<file path="src/hdl/hpa_pkg.sv">
package hpa_pkg;

    // audio sample, signed pcm
    typedef logic signed [23:0] sample_t;

    // gain, value / 32768
    typedef logic [15:0] vol_t;

    typedef logic [6:0] csr_addr_t;
    typedef logic [15:0] csr_data_t;

    // register map
    localparam csr_addr_t CSR_VOL_L    = 7'd0;
    localparam csr_addr_t CSR_VOL_R    = 7'd1;
    localparam csr_addr_t CSR_CTRL     = 7'd2;
    localparam csr_addr_t CSR_UNDERRUN = 7'd3;

    // ctrl register bits
    localparam int CTRL_MUTE_BIT = 0;

    // volume scaling
    localparam vol_t VOL_UNITY     = 16'h8000;
    localparam int   VOL_FRAC_BITS = 15;

    // clamp limits of sample_t
    localparam sample_t SAMPLE_MAX = 24'sh7f_ffff;
    localparam sample_t SAMPLE_MIN = -24'sh80_0000;

endpackage

</file>
<file path="src/hdl/dac_if.sv">
interface dac_if
    import hpa_pkg::*;
();

    // pop from driver, ack + data one cycle later from mixer
    logic    pop_l;
    logic    pop_r;
    logic    ack_l;
    logic    ack_r;
    sample_t data;

    modport mixer (
        input  pop_l, pop_r,
        output ack_l, ack_r, data
    );

    modport driver (
        output pop_l, pop_r,
        input  ack_l, ack_r, data
    );

endinterface

</file>
<file path="src/hdl/csr_spi.sv">
module csr_spi
    import hpa_pkg::*;
(
    input  logic      clk245760,
    input  logic      rst,

    input  logic      spi_sck_i,
    input  logic      spi_ss_i,
    input  logic      spi_mosi_i,
    output logic      spi_miso_o,

    output vol_t      vol_l_o,
    output vol_t      vol_r_o,
    output logic      mute_o,
    output logic      underrun_clr_o,
    input  csr_data_t underrun_cnt_i
);

    typedef enum logic [1:0] {S_IDLE, S_ADDR, S_DATA} state_t;

    state_t    state_q;
    logic [2:0] sck_ff;
    logic [2:0] ss_ff;
    logic [1:0] mosi_ff;
    logic       sck_rise;
    logic       sck_fall;
    logic       ss_fall;
    logic       ss_high;
    logic [3:0] bit_cnt_q;
    csr_data_t  sh_q;
    csr_data_t  sh_next;
    csr_addr_t  rd_addr;
    csr_data_t  rd_value;
    csr_data_t  rd_sh_q;
    csr_addr_t  addr_q;
    logic       wr_q;
    logic       addr_done;
    logic       data_done;
    vol_t       vol_l_q;
    vol_t       vol_r_q;
    logic       mute_q;
    logic       clr_q;
    logic       miso_q;

    // two-flop synchronisers, third flop for edges
    always_ff @(posedge clk245760) begin
        if (rst) begin
            sck_ff <= 3'b000;
            ss_ff  <= 3'b111;
        end else begin
            sck_ff <= {sck_ff[1:0], spi_sck_i};
            ss_ff  <= {ss_ff[1:0], spi_ss_i};
        end
    end

    always_ff @(posedge clk245760) begin
        mosi_ff <= {mosi_ff[0], spi_mosi_i};
    end

    assign sck_rise = sck_ff[1] & ~sck_ff[2];
    assign sck_fall = ~sck_ff[1] & sck_ff[2];
    assign ss_fall  = ~ss_ff[1] & ss_ff[2];
    assign ss_high  = ss_ff[1];

    // one shift register for the whole 24-bit frame
    assign sh_next = {sh_q[14:0], mosi_ff[1]};
    assign rd_addr = sh_next[6:0];

    assign addr_done = !ss_high && state_q == S_ADDR && sck_rise && bit_cnt_q == 4'd7;
    assign data_done = !ss_high && state_q == S_DATA && sck_rise && bit_cnt_q == 4'd15;

    always_comb begin
        case (rd_addr)
            CSR_VOL_L:    rd_value = vol_l_q;
            CSR_VOL_R:    rd_value = vol_r_q;
            CSR_CTRL:     rd_value = {15'd0, mute_q};
            CSR_UNDERRUN: rd_value = underrun_cnt_i;
            default:      rd_value = '0;
        endcase
    end

    always_ff @(posedge clk245760) begin
        if (sck_rise) begin
            sh_q <= sh_next;
        end
        if (addr_done) begin
            addr_q  <= rd_addr;
            wr_q    <= sh_next[7];
            rd_sh_q <= rd_value;
        end else if (state_q == S_DATA && sck_fall) begin
            rd_sh_q <= {rd_sh_q[14:0], 1'b0};
        end
    end

    always_ff @(posedge clk245760) begin
        if (rst) begin
            state_q   <= S_IDLE;
            bit_cnt_q <= '0;
            miso_q    <= 1'b0;
        end else if (ss_high) begin
            state_q <= S_IDLE;
            miso_q  <= 1'b0;
        end else begin
            case (state_q)
                S_IDLE: begin
                    if (ss_fall) begin
                        state_q   <= S_ADDR;
                        bit_cnt_q <= '0;
                    end
                end
                S_ADDR: begin
                    if (addr_done) begin
                        state_q   <= S_DATA;
                        bit_cnt_q <= '0;
                    end else if (sck_rise) begin
                        bit_cnt_q <= bit_cnt_q + 1'b1;
                    end
                end
                S_DATA: begin
                    if (data_done) begin
                        state_q <= S_IDLE;
                    end else if (sck_rise) begin
                        bit_cnt_q <= bit_cnt_q + 1'b1;
                    end
                    // miso changes on falling sck
                    if (sck_fall) begin
                        miso_q <= rd_sh_q[15];
                    end
                end
                default: state_q <= S_IDLE;
            endcase
        end
    end

    // register writes, unknown addresses dropped
    always_ff @(posedge clk245760) begin
        if (rst) begin
            vol_l_q <= VOL_UNITY;
            vol_r_q <= VOL_UNITY;
            mute_q  <= 1'b0;
            clr_q   <= 1'b0;
        end else begin
            clr_q <= 1'b0;
            if (data_done && wr_q) begin
                case (addr_q)
                    CSR_VOL_L:    vol_l_q <= sh_next;
                    CSR_VOL_R:    vol_r_q <= sh_next;
                    CSR_CTRL:     mute_q  <= sh_next[CTRL_MUTE_BIT];
                    CSR_UNDERRUN: clr_q   <= 1'b1;
                    default:      ;
                endcase
            end
        end
    end

    assign vol_l_o        = vol_l_q;
    assign vol_r_o        = vol_r_q;
    assign mute_o         = mute_q;
    assign underrun_clr_o = clr_q;
    assign spi_miso_o     = miso_q;

    a_clr_pulse: assert property (@(posedge clk245760) disable iff (rst)
        underrun_clr_o |=> !underrun_clr_o);

endmodule

</file>
<file path="src/hdl/dac_drv.sv">
module dac_drv #(
    parameter int BCK_HALF = 4
) (
    input  logic  clk245760,
    input  logic  rst,

    dac_if.driver dac,

    output logic  bck_o,
    output logic  lrck_o,
    output logic  data_o
);

    localparam int HALF_W = (BCK_HALF > 1) ? $clog2(BCK_HALF) : 1;

    typedef enum logic [1:0] {S_POP, S_WAIT, S_SHIFT} state_t;

    state_t            state_q;
    logic [HALF_W-1:0] half_cnt_q;
    logic [4:0]        bit_cnt_q;
    logic              bck_q;
    logic              lrck_q;
    logic [31:0]       sr_q;
    logic              half_end;
    logic              bck_fall;
    logic              slot_end;
    logic              load;

    assign half_end = half_cnt_q == HALF_W'(BCK_HALF - 1);
    assign bck_fall = half_end && bck_q;
    assign slot_end = bck_fall && bit_cnt_q == 5'd31;
    assign load     = state_q == S_WAIT && (dac.ack_l || dac.ack_r);

    // bck divider, bit and slot counters
    always_ff @(posedge clk245760) begin
        if (rst) begin
            half_cnt_q <= '0;
            bck_q      <= 1'b0;
            bit_cnt_q  <= '0;
            lrck_q     <= 1'b0;
        end else begin
            if (half_end) begin
                half_cnt_q <= '0;
                bck_q      <= ~bck_q;
            end else begin
                half_cnt_q <= half_cnt_q + 1'b1;
            end
            if (bck_fall) begin
                bit_cnt_q <= bit_cnt_q + 1'b1;
            end
            if (slot_end) begin
                lrck_q <= ~lrck_q;
            end
        end
    end

    // first slot after reset goes out without a pop, held samples are zero then
    always_ff @(posedge clk245760) begin
        if (rst) begin
            state_q   <= S_SHIFT;
            dac.pop_l <= 1'b0;
            dac.pop_r <= 1'b0;
        end else begin
            dac.pop_l <= 1'b0;
            dac.pop_r <= 1'b0;
            case (state_q)
                S_SHIFT: begin
                    if (slot_end) begin
                        // lrck about to toggle, pop the coming channel
                        dac.pop_l <= lrck_q;
                        dac.pop_r <= ~lrck_q;
                        state_q   <= S_POP;
                    end
                end
                S_POP: state_q <= S_WAIT;
                S_WAIT: begin
                    if (load) begin
                        state_q <= S_SHIFT;
                    end
                end
                default: state_q <= S_SHIFT;
            endcase
        end
    end

    // 24 sample bits then 8 zeros, msb first
    always_ff @(posedge clk245760) begin
        if (rst) begin
            sr_q <= '0;
        end else if (load) begin
            sr_q <= {dac.data, 8'h00};
        end else if (bck_fall) begin
            sr_q <= {sr_q[30:0], 1'b0};
        end
    end

    assign bck_o  = bck_q;
    assign lrck_o = lrck_q;
    assign data_o = sr_q[31];

    a_pop_ack: assert property (@(posedge clk245760) disable iff (rst)
        (dac.pop_l |=> dac.ack_l) and (dac.pop_r |=> dac.ack_r));

endmodule

</file>
<file path="src/hdl/hpa_core.sv">
module hpa_core
    import hpa_pkg::*;
#(
    parameter int BCK_HALF = 4
) (
    input  logic    clk245760,
    input  logic    rst,

    input  sample_t sample_data_i,
    input  logic    sample_lrck_i,
    input  logic    sample_ack_i,

    input  logic    spi_sck_i,
    input  logic    spi_ss_i,
    input  logic    spi_mosi_i,
    output logic    spi_miso_o,

    output logic    dac_bck_o,
    output logic    dac_lrck_o,
    output logic    dac_data_o
);

    vol_t      vol_l;
    vol_t      vol_r;
    logic      mute;
    logic      underrun_clr;
    csr_data_t underrun_cnt;

    dac_if dac_bus ();

    // register access
    csr_spi i_csr_spi (
        .clk245760      (clk245760),
        .rst            (rst),
        .spi_sck_i      (spi_sck_i),
        .spi_ss_i       (spi_ss_i),
        .spi_mosi_i     (spi_mosi_i),
        .spi_miso_o     (spi_miso_o),
        .vol_l_o        (vol_l),
        .vol_r_o        (vol_r),
        .mute_o         (mute),
        .underrun_clr_o (underrun_clr),
        .underrun_cnt_i (underrun_cnt)
    );

    vol_mixer i_vol_mixer (
        .clk245760      (clk245760),
        .rst            (rst),
        .sample_data_i  (sample_data_i),
        .sample_lrck_i  (sample_lrck_i),
        .sample_ack_i   (sample_ack_i),
        .vol_l_i        (vol_l),
        .vol_r_i        (vol_r),
        .mute_i         (mute),
        .underrun_clr_i (underrun_clr),
        .underrun_cnt_o (underrun_cnt),
        .dac            (dac_bus.mixer)
    );

    // 48 kHz frame, 64 bck per frame
    dac_drv #(
        .BCK_HALF (BCK_HALF)
    ) i_dac_drv (
        .clk245760 (clk245760),
        .rst       (rst),
        .dac       (dac_bus.driver),
        .bck_o     (dac_bck_o),
        .lrck_o    (dac_lrck_o),
        .data_o    (dac_data_o)
    );

endmodule

</file>
<file path="src/hdl/vol_mixer.sv">
module vol_mixer
    import hpa_pkg::*;
(
    input  logic      clk245760,
    input  logic      rst,

    input  sample_t   sample_data_i,
    input  logic      sample_lrck_i,
    input  logic      sample_ack_i,

    input  vol_t      vol_l_i,
    input  vol_t      vol_r_i,
    input  logic      mute_i,
    input  logic      underrun_clr_i,
    output csr_data_t underrun_cnt_o,

    dac_if.mixer      dac
);

    logic signed [40:0] prod_q;
    logic               prod_vld_q;
    logic               prod_left_q;
    vol_t               vol_sel;
    logic signed [25:0] scaled;
    sample_t            clamped;
    sample_t            held_l_q;
    sample_t            held_r_q;
    logic               fresh_l_q;
    logic               fresh_r_q;
    logic               stale;
    csr_data_t          underrun_q;

    assign vol_sel = sample_lrck_i ? vol_l_i : vol_r_i;

    // stage 1, multiply with the channel gain
    always_ff @(posedge clk245760) begin
        if (mute_i) begin
            prod_q <= '0;
        end else begin
            prod_q <= sample_data_i * $signed({1'b0, vol_sel});
        end
        prod_left_q <= sample_lrck_i;
    end

    always_ff @(posedge clk245760) begin
        if (rst) begin
            prod_vld_q <= 1'b0;
        end else begin
            prod_vld_q <= sample_ack_i;
        end
    end

    // stage 2, shift back and clamp
    assign scaled = 26'(prod_q >>> VOL_FRAC_BITS);

    always_comb begin
        if (scaled > 26'(SAMPLE_MAX)) begin
            clamped = SAMPLE_MAX;
        end else if (scaled < 26'(SAMPLE_MIN)) begin
            clamped = SAMPLE_MIN;
        end else begin
            clamped = scaled[23:0];
        end
    end

    // a pop with no new sample since the last one is an underrun
    assign stale = (dac.pop_l && !fresh_l_q) || (dac.pop_r && !fresh_r_q);

    always_ff @(posedge clk245760) begin
        if (rst) begin
            held_l_q   <= '0;
            held_r_q   <= '0;
            fresh_l_q  <= 1'b0;
            fresh_r_q  <= 1'b0;
            underrun_q <= '0;
        end else begin
            if (prod_vld_q && prod_left_q) begin
                held_l_q  <= clamped;
                fresh_l_q <= 1'b1;
            end else if (dac.pop_l) begin
                fresh_l_q <= 1'b0;
            end
            if (prod_vld_q && !prod_left_q) begin
                held_r_q  <= clamped;
                fresh_r_q <= 1'b1;
            end else if (dac.pop_r) begin
                fresh_r_q <= 1'b0;
            end
            if (underrun_clr_i) begin
                underrun_q <= '0;
            end else if (stale && underrun_q != 16'hffff) begin
                underrun_q <= underrun_q + 1'b1;
            end
        end
    end

    // answer every pop one cycle later
    always_ff @(posedge clk245760) begin
        if (rst) begin
            dac.ack_l <= 1'b0;
            dac.ack_r <= 1'b0;
        end else begin
            dac.ack_l <= dac.pop_l;
            dac.ack_r <= dac.pop_r;
        end
    end

    always_ff @(posedge clk245760) begin
        dac.data <= dac.pop_l ? held_l_q : held_r_q;
    end

    assign underrun_cnt_o = underrun_q;

    // pops from the driver last a single cycle
    a_pop_single: assert property (@(posedge clk245760) disable iff (rst)
        (dac.pop_l |=> !dac.pop_l) and (dac.pop_r |=> !dac.pop_r));

    a_ack_onehot: assert property (@(posedge clk245760) disable iff (rst)
        !(dac.ack_l && dac.ack_r));

endmodule

</file>
<file path="config.mk">
export PLATFORM = sky130hd
export DESIGN_NAME = hpa_core
export DESIGN_NICKNAME = d
export VERILOG_FILES = /design/src/hdl/hpa_pkg.sv /design/src/hdl/dac_if.sv /design/src/hdl/csr_spi.sv /design/src/hdl/dac_drv.sv /design/src/hdl/hpa_core.sv /design/src/hdl/vol_mixer.sv
export SDC_FILE = /design/constraint.sdc
export NUM_CORES = 1
export LEC_CHECK = 0
export ABC_AREA = 1
export BUFFER_PORTS_ARGS = -buffer_cell sky130_fd_sc_hd__buf_4
export CAP_MARGIN = 20
export CORE_MARGIN = 4
export CORE_UTILIZATION = 40
export CTS_CLUSTER_SIZE = 30
export DETAILED_ROUTE_END_ITERATION = 6
export PLACE_DENSITY_LB_ADDON = 0.12
export SLEW_MARGIN = 40
export SYNTH_ARGS = -nofsm -noshare
export SYNTH_HDL_FRONTEND = slang
export SYNTH_SLANG_ARGS = --single-unit
</file>
<file path="constraint.sdc">
create_clock -name clk245760 -period 22 [get_ports clk245760]
set_input_delay 5.5 -clock clk245760 [delete_from_list [all_inputs] [get_ports clk245760]]
set_output_delay 5.5 -clock clk245760 [all_outputs]
set_load 0.02 [all_outputs]
</file>
; Yosys cells after proc, flatten, opt, wreduce, memory -nomap -nowiden
; Cells that the tools add are included.
[op_classes]
eq_ne = 21
mul = 1
n_reduce_logical = 43
add_sub_neg = 4
n_mux = 26
n_lt_le_gt_ge = 2
n_bitwise = 11
[op_table]
columns = operator, count
row1 = 2-to-1 mux 24 bit, 3
row2 = 2-to-1 mux 32 bit, 2
row3 = one-hot mux 16 bit (4 select lines), 1
row4 = 2-to-1 mux 16 bit, 3
row5 = multiplier 24 x 17 -> 41 bit, 1
row6 = equality test 7 x 2 -> 1 bit (second input constant), 4
row7 = > comparator 26 x 24 -> 1 bit (second input constant), 1
row8 = less-than comparator 26 x 24 -> 1 bit (second input constant), 1
row9 = adder 16 x 1 -> 16 bit (second input constant), 1
row10 = logical AND 1 bit, 16
row11 = 2-to-1 mux 4 bit, 4
row12 = inequality test 16 bit (second input constant), 1
row13 = equality test 7 x 1 -> 1 bit (second input constant), 2
row14 = logical NOT 7 bit, 2
row15 = one-hot mux 2 bit (3 select lines), 2
row16 = one-hot mux 4 bit (3 select lines), 1
row17 = 2-to-1 mux 2 bit, 5
row18 = inequality test 2 x 1 -> 1 bit (second input constant), 5
row19 = AND reduction 2 bit, 5
row20 = inverter 1 bit, 8
row21 = nonzero test 2 bit, 4
row22 = OR reduction 2 bit, 4
row23 = equality test 2 bit (second input constant), 3
row24 = adder 5 x 1 -> 5 bit (second input constant), 1
row25 = other kinds (16), 28
[word_totals]
register_bits = 260
inputBits = 31
word_cells = 141

; Logic depth before layout (Yosys ltp)
; Gate-level depths: netlist (run 1).
[depth]
word_depth = 7
ltp_mapped = 32
ltp_nobuf = 30

; Cells and area by module
; A second synthesis (run 1) with hierarchy kept.
[unflattened]
hier_cells = 3165
hier_area_um2 = 24553.5
[by_module_without_submodules]
columns = module, area_per_inst_um2, cells_per_inst, instances
row1 = vol_mixer, 18956.9, 2463, 1
row2 = csr_spi, 3786.1, 432, 1
row3 = dac_drv, 1810.5, 270, 1

; Worst setup path before layout (run 1)
; No wires, ideal clock.
[synth_path]
path_kind = input to register
from = in sample_lrck_i
to = reg i_vol_mixer.prod_q[39]
path_stages = 25
slack_ps = 10874
t_required_ps = 21887
t_arrival_ps = 11013
cell_sequence = buf_1 nand2_1 nand2_1 inv_1 clkbuf_1 nand2_1 fa_1 fa_1 inv_1 fa_1 inv_1 fa_1 fa_1 fa_1 inv_1 ha_1 nand2_1 nor2_1 nand2_1 nor2_1 nand3_1 nand3_1 nand2_1 nand2_1 nor2_1
[synth_via]
elab_chain_len = 2
[synth_lines]
columns = element, line
row1 = "start, declared", hpa_core.sv:10  ; input logic sample_lrck_i,
row2 = 2-to-1 mux 16 bit, vol_mixer.sv:33  ; assign vol_sel = sample_lrck_i ? vol_l_i : vol_r_i;
row3 = multiplier 24 x 17 -> 41 bit, vol_mixer.sv:40  ; prod_q <= sample_data_i * $signed({1'b0, vol_sel});
row4 = "end signal, assigned", vol_mixer.sv:40
row5 = "end, declared", vol_mixer.sv:20  ; logic signed [40:0] prod_q;
; Every way passes these cells.
; A chain may end at the register's enable or synchronous reset.

; Worst setup path in the final report (run 1)
[layout_path]
from = in sample_lrck_i
to = reg i_vol_mixer.prod_q[38]
; The elaborated chain is that of the path after synthesis.

==> results.yml, run 1 <==
grt:
  antenna_found_initial: 0
  overflow: 0
  grt_usage: 0.214
  grt_pass1_vias: 20300
  grt_first_pass_wirelength_um: 108000
  grt_max_degree: 86
detailed_routing:
  drt-total-wl_um: 66300
  vias_per_cell: 4.95
  postRouteAntennaNets: 0
  route.met3.wl_um: 3190
  top_layer: "met4"
  drc: 2
  wl_met1_um: 27900
  dr_wl_met2_um: 32900
  dr.first_iter.drc_count: 1089
  vias: 18900
  first_pass_iters: 7
  wire_per_inst_um: 17.3
clock_tree:
  ctsResizeCount: 0
  cts_sinks: 245
  clkTransAtPathRegs_ps: 60
  cts_buffer_depth: 3
  h-tree-depth: 1
  cts-root-buf: "clkbuf_16"
  postCtsSetupBuffers: 0
  ctsHoldBuffers: 0
  cts_buffers: 27
  clk_latency_ps: 560
  cts_tree: "built"
setup_path:
  r2r_setup_slack_ps: 15220
  rr_endpoint: "i_vol_mixer.prod_q[38]"
  reg2reg_depth: 25
  cp_data_arrival_time_ps: 12310
  critPathMaxFanout: 23
  crit_buf_inv: 6
  startpoint_type: "primary input"
  reg2reg_from: "i_csr_spi.vol_l_o[3]"
  crit_path_frequent_cell: "nand2_1"
  path_class: "in -> reg"
  crit_slowest_cell: "inv_1"
  crit_required_ps: 22450
  worstSetupEndpoint: "i_vol_mixer.prod_q[38]"
  crit_cells: 25
  critical_path.top_delay_family: "adder cells"
  critPathLaunch: "sample_lrck_i"
  end_kind: "register"
  critPathMaxStageDelay_ps: 680
final_layout:
  fillers: 6033
  drive_above_1_share: 0.0561
  fin_nets: 3542
  synthToLayoutAreaGrowth_pct: 7.93
  antenna_cells: 0
  post-route-util: 0.437
placed_design:
  dp_hpwl_um: 52600
  gp_congestion: 0.871
  io_buffers: 34
  place_worst_setup_slack_ps: 9620
timing:
  finalCriticalPeriod_ps: 11860
  finalCritPeriodShare: 0.539
  max_slew_margin: 0.443
  worst-slew-pin-transition_ps: 831
  tns_ps: 0
  report.final.slew_viol_count: 0
  rsz0062_at_grt: "no"
  fin_skew_ps: 18.0
  fmax_mhz: 84.3
  setup_viol: 0
  hold_slack_ps: 329
  setup_slack_ps: 10140
  hold_viol: 0
yosys:
  synth_fp_nets: 3574
  yosysWarnings: 0
  postSynthAreaPerCell_um2: 7.84
  async_flop_share: 0
  yosysUniqueCellTypes: 50
  synth_edf_count: 39
  synth_most_common_cell: "inv_1"
  synthCells: 3060
  synth_area_leaders: "fa_1 (31%), dfxtp_1 (17%), inv_1 (11%)"
  ys_seq_area_frac: 0.221
  yosysTopAreaCellShare: 0.313
  synth_area_mm2: 0.0240
  synth_seq_cells: 245
  yosys.area.top_type: "fa_1"
  synthFlopType: "dfxtp_1"
  synthTopCellsByCount: "inv_1 (726), nand2_1 (594), fa_1 (375), nor2_1 (355), dfxtp_1 (206)"
power_and_ir_drop:
  p_sw_frac: 0.526
  clockPowerShare: 0.137
  ir_drop_mv: 0.108
  power_density_mw_per_mm2: 137
  combPwrFrac: 0.713
  seqPwrFrac: 0.150
  leakagePower_nw: 12.6
  p_int_mw: 1.67
  power_switching_mw: 1.86
flow_run:
  cap_violations: 0
die:
  rows: 89
  die-width_um: 253
  dieArea_mm2: 0.0640
  ios: 35
  core_region_area_mm2: 0.0592
  dieHeight_um: 253
  initial_core_util: 0.405
outcome:
  outcome: "complete, but fails checks"
  violations: "DRC"
min_path:
  hold_class: "reg -> reg"
-- worst min-delay path by stage --
stage	cells after the start	slack (ps)	endpoint	start
detailed placement	0	320	i_csr_spi.mosi_ff[1]	i_csr_spi.mosi_ff[0]
CTS	0	330	i_csr_spi.mosi_ff[1]	i_csr_spi.mosi_ff[0]
finish	0	330	i_csr_spi.mosi_ff[1]	i_csr_spi.mosi_ff[0]
global placement	0	320	i_csr_spi.mosi_ff[1]	i_csr_spi.mosi_ff[0]
global route	0	350	i_csr_spi.mosi_ff[1]	i_csr_spi.mosi_ff[0]
floorplan	0	310	i_csr_spi.mosi_ff[1]	i_csr_spi.mosi_ff[0]
-- registers in the layout (all words and copies together) (netlist names), 16 cells and up --
name,count
i_csr_spi.rd_sh_q,16
i_csr_spi.vol_l_o,16
i_csr_spi.vol_r_o,16
i_dac_drv.sr_q,24
i_vol_mixer.dac.data,24
i_vol_mixer.held_l_q,24
i_vol_mixer.held_r_q,24
i_vol_mixer.prod_q,26
i_vol_mixer.underrun_cnt_o,16
-- logic make-up after synthesis --
group                      count (synthesis)  share of synthesized area
xor gates and xnor gates                  10                    0.00365
and+or+nand+nor                         1098                      0.186
buffers and inverters                    844                      0.133
muxes                                      1                   0.000417
AOI/OAI and AO/OA                        379                     0.0863
adders and majority gates                483                      0.369
DFF                                      245                      0.221
-- final cells by class --
cell class,count,area [µm²],area share
timing repair buffer,49,372,0.0144
clock inverter,15,195,0.00754
clock buffer,35,776,0.0300
sequential,245,5300,0.205
inverter,734,2760,0.106
multi-input combinational,1971,15500,0.600
tap,773,967,0.0374
-- per-stage QoR --
stage	power [mW]	cell area (µm²)	instances
3_3_place_gp	3.08	24900	3772
3_5_place_dp	3.08	24900	3772
2_1_floorplan	2.32	24000	3060
5_1_grt	3.96	25900	3822
4_1_cts	3.59	25900	3822
6_report	3.54	25900	3822
-- cells in the final DEF (no fill, tap or decap), types with 2 or more instances in the layout --
cell type,count
o21bai_1,8
dfxtp_1,206
o21ai_0,127
a21oi_2,11
nor3_1,22
nand2_1,592
a211oi_1,2
a21boi_0,2
xnor2_1,4
nor3b_1,4
a21oi_1,153
clkbuf_8,7
nand2_2,15
inv_1,718
nor2_1,354
fa_1,375
a211oi_2,4
o21ai_1,16
nand3_1,68
edfxtp_1,39
nor2_4,2
nor4_1,3
bufinv_16,4
xor2_1,6
nand4_1,6
a21o_1,2
clkinv_1,7
clkinv_2,5
nand3b_1,2
o21ai_2,5
o21a_1,2
a31oi_1,28
buf_4,48
ha_1,108
nor4_4,2
o22ai_1,17
or2_2,15
clkbuf_16,27
inv_2,12
nor2_2,4
-- routing by layer --
layer,global-route usage,up-vias
li1,-,9046
met1,0.271,9294
met2,0.380,456
met3,0.0280,118
met4,0.0689,0
met5,0.00226,-
-- power groups by stage --
stage / Combinational (mW) / Sequential [mW] / Clock, mW
after floorplan: 1.79 / 0.534 / 0
after global placement: 2.54 / 0.542 / 0
after detailed placement: 2.54 / 0.542 / 0
after CTS: 2.56 / 0.532 / 0.499
after global routing: 2.91 / 0.535 / 0.519
final: 2.52 / 0.531 / 0.484
No activity file was read; power rests on OpenSTA's default activity.
==> run 2, diff against run 1 <==
clock period = 10.8 ns   (was 22 ns; I/O delays follow)
==> run 2 against run 1 <==
Net effect: the flow now finishes without violations; setup slack worse by 8300 ps; cell count up 0.24%; via count up 0.57%; critical path depth increased by 1; clock power increased by 96%; register-to-register slack worse by 11000 ps; non-clock buffer count rose by 12; flip-flop and latch count stayed put; combinational power up 100%; clock skew rose by 4.4 ps; cell area is 0.14% higher; wire length is 0.16% lower; critical path type unchanged.
==> results.yml, run 2 (synthesis gave the netlist of run 1 again) <==
clock_tree:
  clkTransAtPathRegs_ps: 70
  cts_sinks: 245
  h-tree-depth: 1
  cts_buffers: 26
  cts_buffer_depth: 3
  cts_tree: "built"
  cts-root-buf: "clkbuf_16"
  ctsResizeCount: 0
  ctsHoldBuffers: 0
  clk_latency_ps: 550
  postCtsSetupBuffers: 0
final_layout:
  drive_above_1_share: 0.0559
  fillers: 6050
  stdcell_count: 3831
  top_register: "i_vol_mixer.prod_q"
  largest_reg_flops: 26
  antenna_cells: 0
  regArea_mm2: 0.00530
  fin_nets: 3553
  final_common_cell: "inv_1"
  synthToLayoutAreaGrowth_pct: 8.08
  multi_input_area_mm2: 0.0155
  post-route-util: 0.438
  final_area_mm2: 0.0259
  layout_common_cells: "inv_1 (722), nand2_1 (593), fa_1 (375)"
die:
  core_region_area_mm2: 0.0592
  dieHeight_um: 253
  ios: 35
  dieArea_mm2: 0.0640
  die-width_um: 253
  rows: 89
  initial_core_util: 0.405
detailed_routing:
  vias_per_cell: 4.97
  wl_met1_um: 28500
  postRouteAntennaNets: 0
  first_pass_iters: 5
  wire_per_inst_um: 17.3
  drc: 0
  vias: 19000
  dr_wl_met2_um: 32800
  dr.first_iter.drc_count: 907
  drt-total-wl_um: 66200
  route.met3.wl_um: 2690
  top_layer: "met4"
placed_design:
  postPlaceCellArea_mm2: 0.0250
  place_worst_setup_slack_ps: 1280
  gp_congestion: 0.876
  dp_hpwl_um: 52700
  placedCellCount: 3784
  io_buffers: 34
grt:
  antenna_found_initial: 0
  grt_usage: 0.212
  grt_pass1_vias: 20300
  grt_first_pass_wirelength_um: 109000
  grt_max_degree: 49
  overflow: 0
timing:
  fmax_mhz: 112
  worst-slew-pin-transition_ps: 853
  setup_viol: 0
  setup_slack_ps: 1840
  hold_slack_ps: 349
  finalCritPeriodShare: 0.830
  report.final.slew_viol_count: 0
  finalCriticalPeriod_ps: 8960
  fin_skew_ps: 22.4
  rsz0062_at_grt: "no"
  hold_viol: 0
  max_slew_margin: 0.428
  tns_ps: 0
setup_path:
  critPathMaxFanout: 23
  crit_path_frequent_cell: "nand2_1"
  critical_path.top_delay_family: "adder cells"
  crit_slowest_cell: "fa_1"
  critPathMaxStageDelay_ps: 690
  crit_buf_inv: 7
  startpoint_type: "primary input"
  end_kind: "register"
  path_class: "in -> reg"
  cp_data_arrival_time_ps: 9410
  crit_required_ps: 11250
power_and_ir_drop:
  clockPowerShare: 0.133
  p_int_mw: 3.38
  p_sw_frac: 0.525
  combPwrFrac: 0.715
  total_power_mw: 7.13
  power_density_mw_per_mm2: 275
  seqPwrFrac: 0.152
  ir_drop_mv: 0.190
  power_switching_mw: 3.74
  leakagePower_nw: 12.6
outcome:
  outcome: "complete, no violations"
flow_run:
  cap_violations: 0
min_path:
  hold_class: "reg -> reg"
-- run 2: cell types whose count changed in the layout (fill, tap and decap cells not counted), moves of 4 or more --
cell | before | now
inv_1 | 718 | 722
inv_2 | 12 | 6
buf_4 | 48 | 60
clkbuf_1 | 1 | 6
clkbuf_8 | 7 | 3
-- run 2: final cells by class --
class / count / share of cell area
Multi-Input combinational cell: 1971 / 0.599
Sequential cell: 245 / 0.204
Inverter: 734 / 0.106
Tap cell: 773 / 0.0373
Clock buffer: 36 / 0.0285
Timing Repair Buffer: 61 / 0.0181
Clock inverter: 11 / 0.00656
-- run 2: power by group through the flow --
| stage | Clock (mW) | Combinational [mW] | Sequential (mW) |
|---|---|---|---|
| 2_1_floorplan | 0 | 3.64 | 1.09 |
| 3_3_place_gp | 0 | 5.14 | 1.10 |
| 3_5_place_dp | 0 | 5.12 | 1.11 |
| 4_1_cts | 0.977 | 5.16 | 1.09 |
| 5_1_grt | 1.01 | 5.90 | 1.09 |
| 6_report | 0.948 | 5.10 | 1.08 |
-- run 2: metal layers --
layer	global-route usage	up-vias
met5	0	-
met4	0.0652	0
met3	0.0193	125
met2	0.380	409
met1	0.274	9429
li1	-	9058
-- run 2: path summary, 6_finish.rpt --
kind | cells after the start | start | slack [ps] | endpoint
max reg2reg | 25 | i_csr_spi.vol_l_o[3] | 4140 | i_vol_mixer.prod_q[39]
max | 26 | sample_lrck_i | 1840 | i_vol_mixer.prod_q[39]
min | 0 | i_csr_spi.mosi_ff[0] | 350 | i_csr_spi.mosi_ff[1]
min reg2reg | 0 | i_csr_spi.mosi_ff[0] | 350 | i_csr_spi.mosi_ff[1]
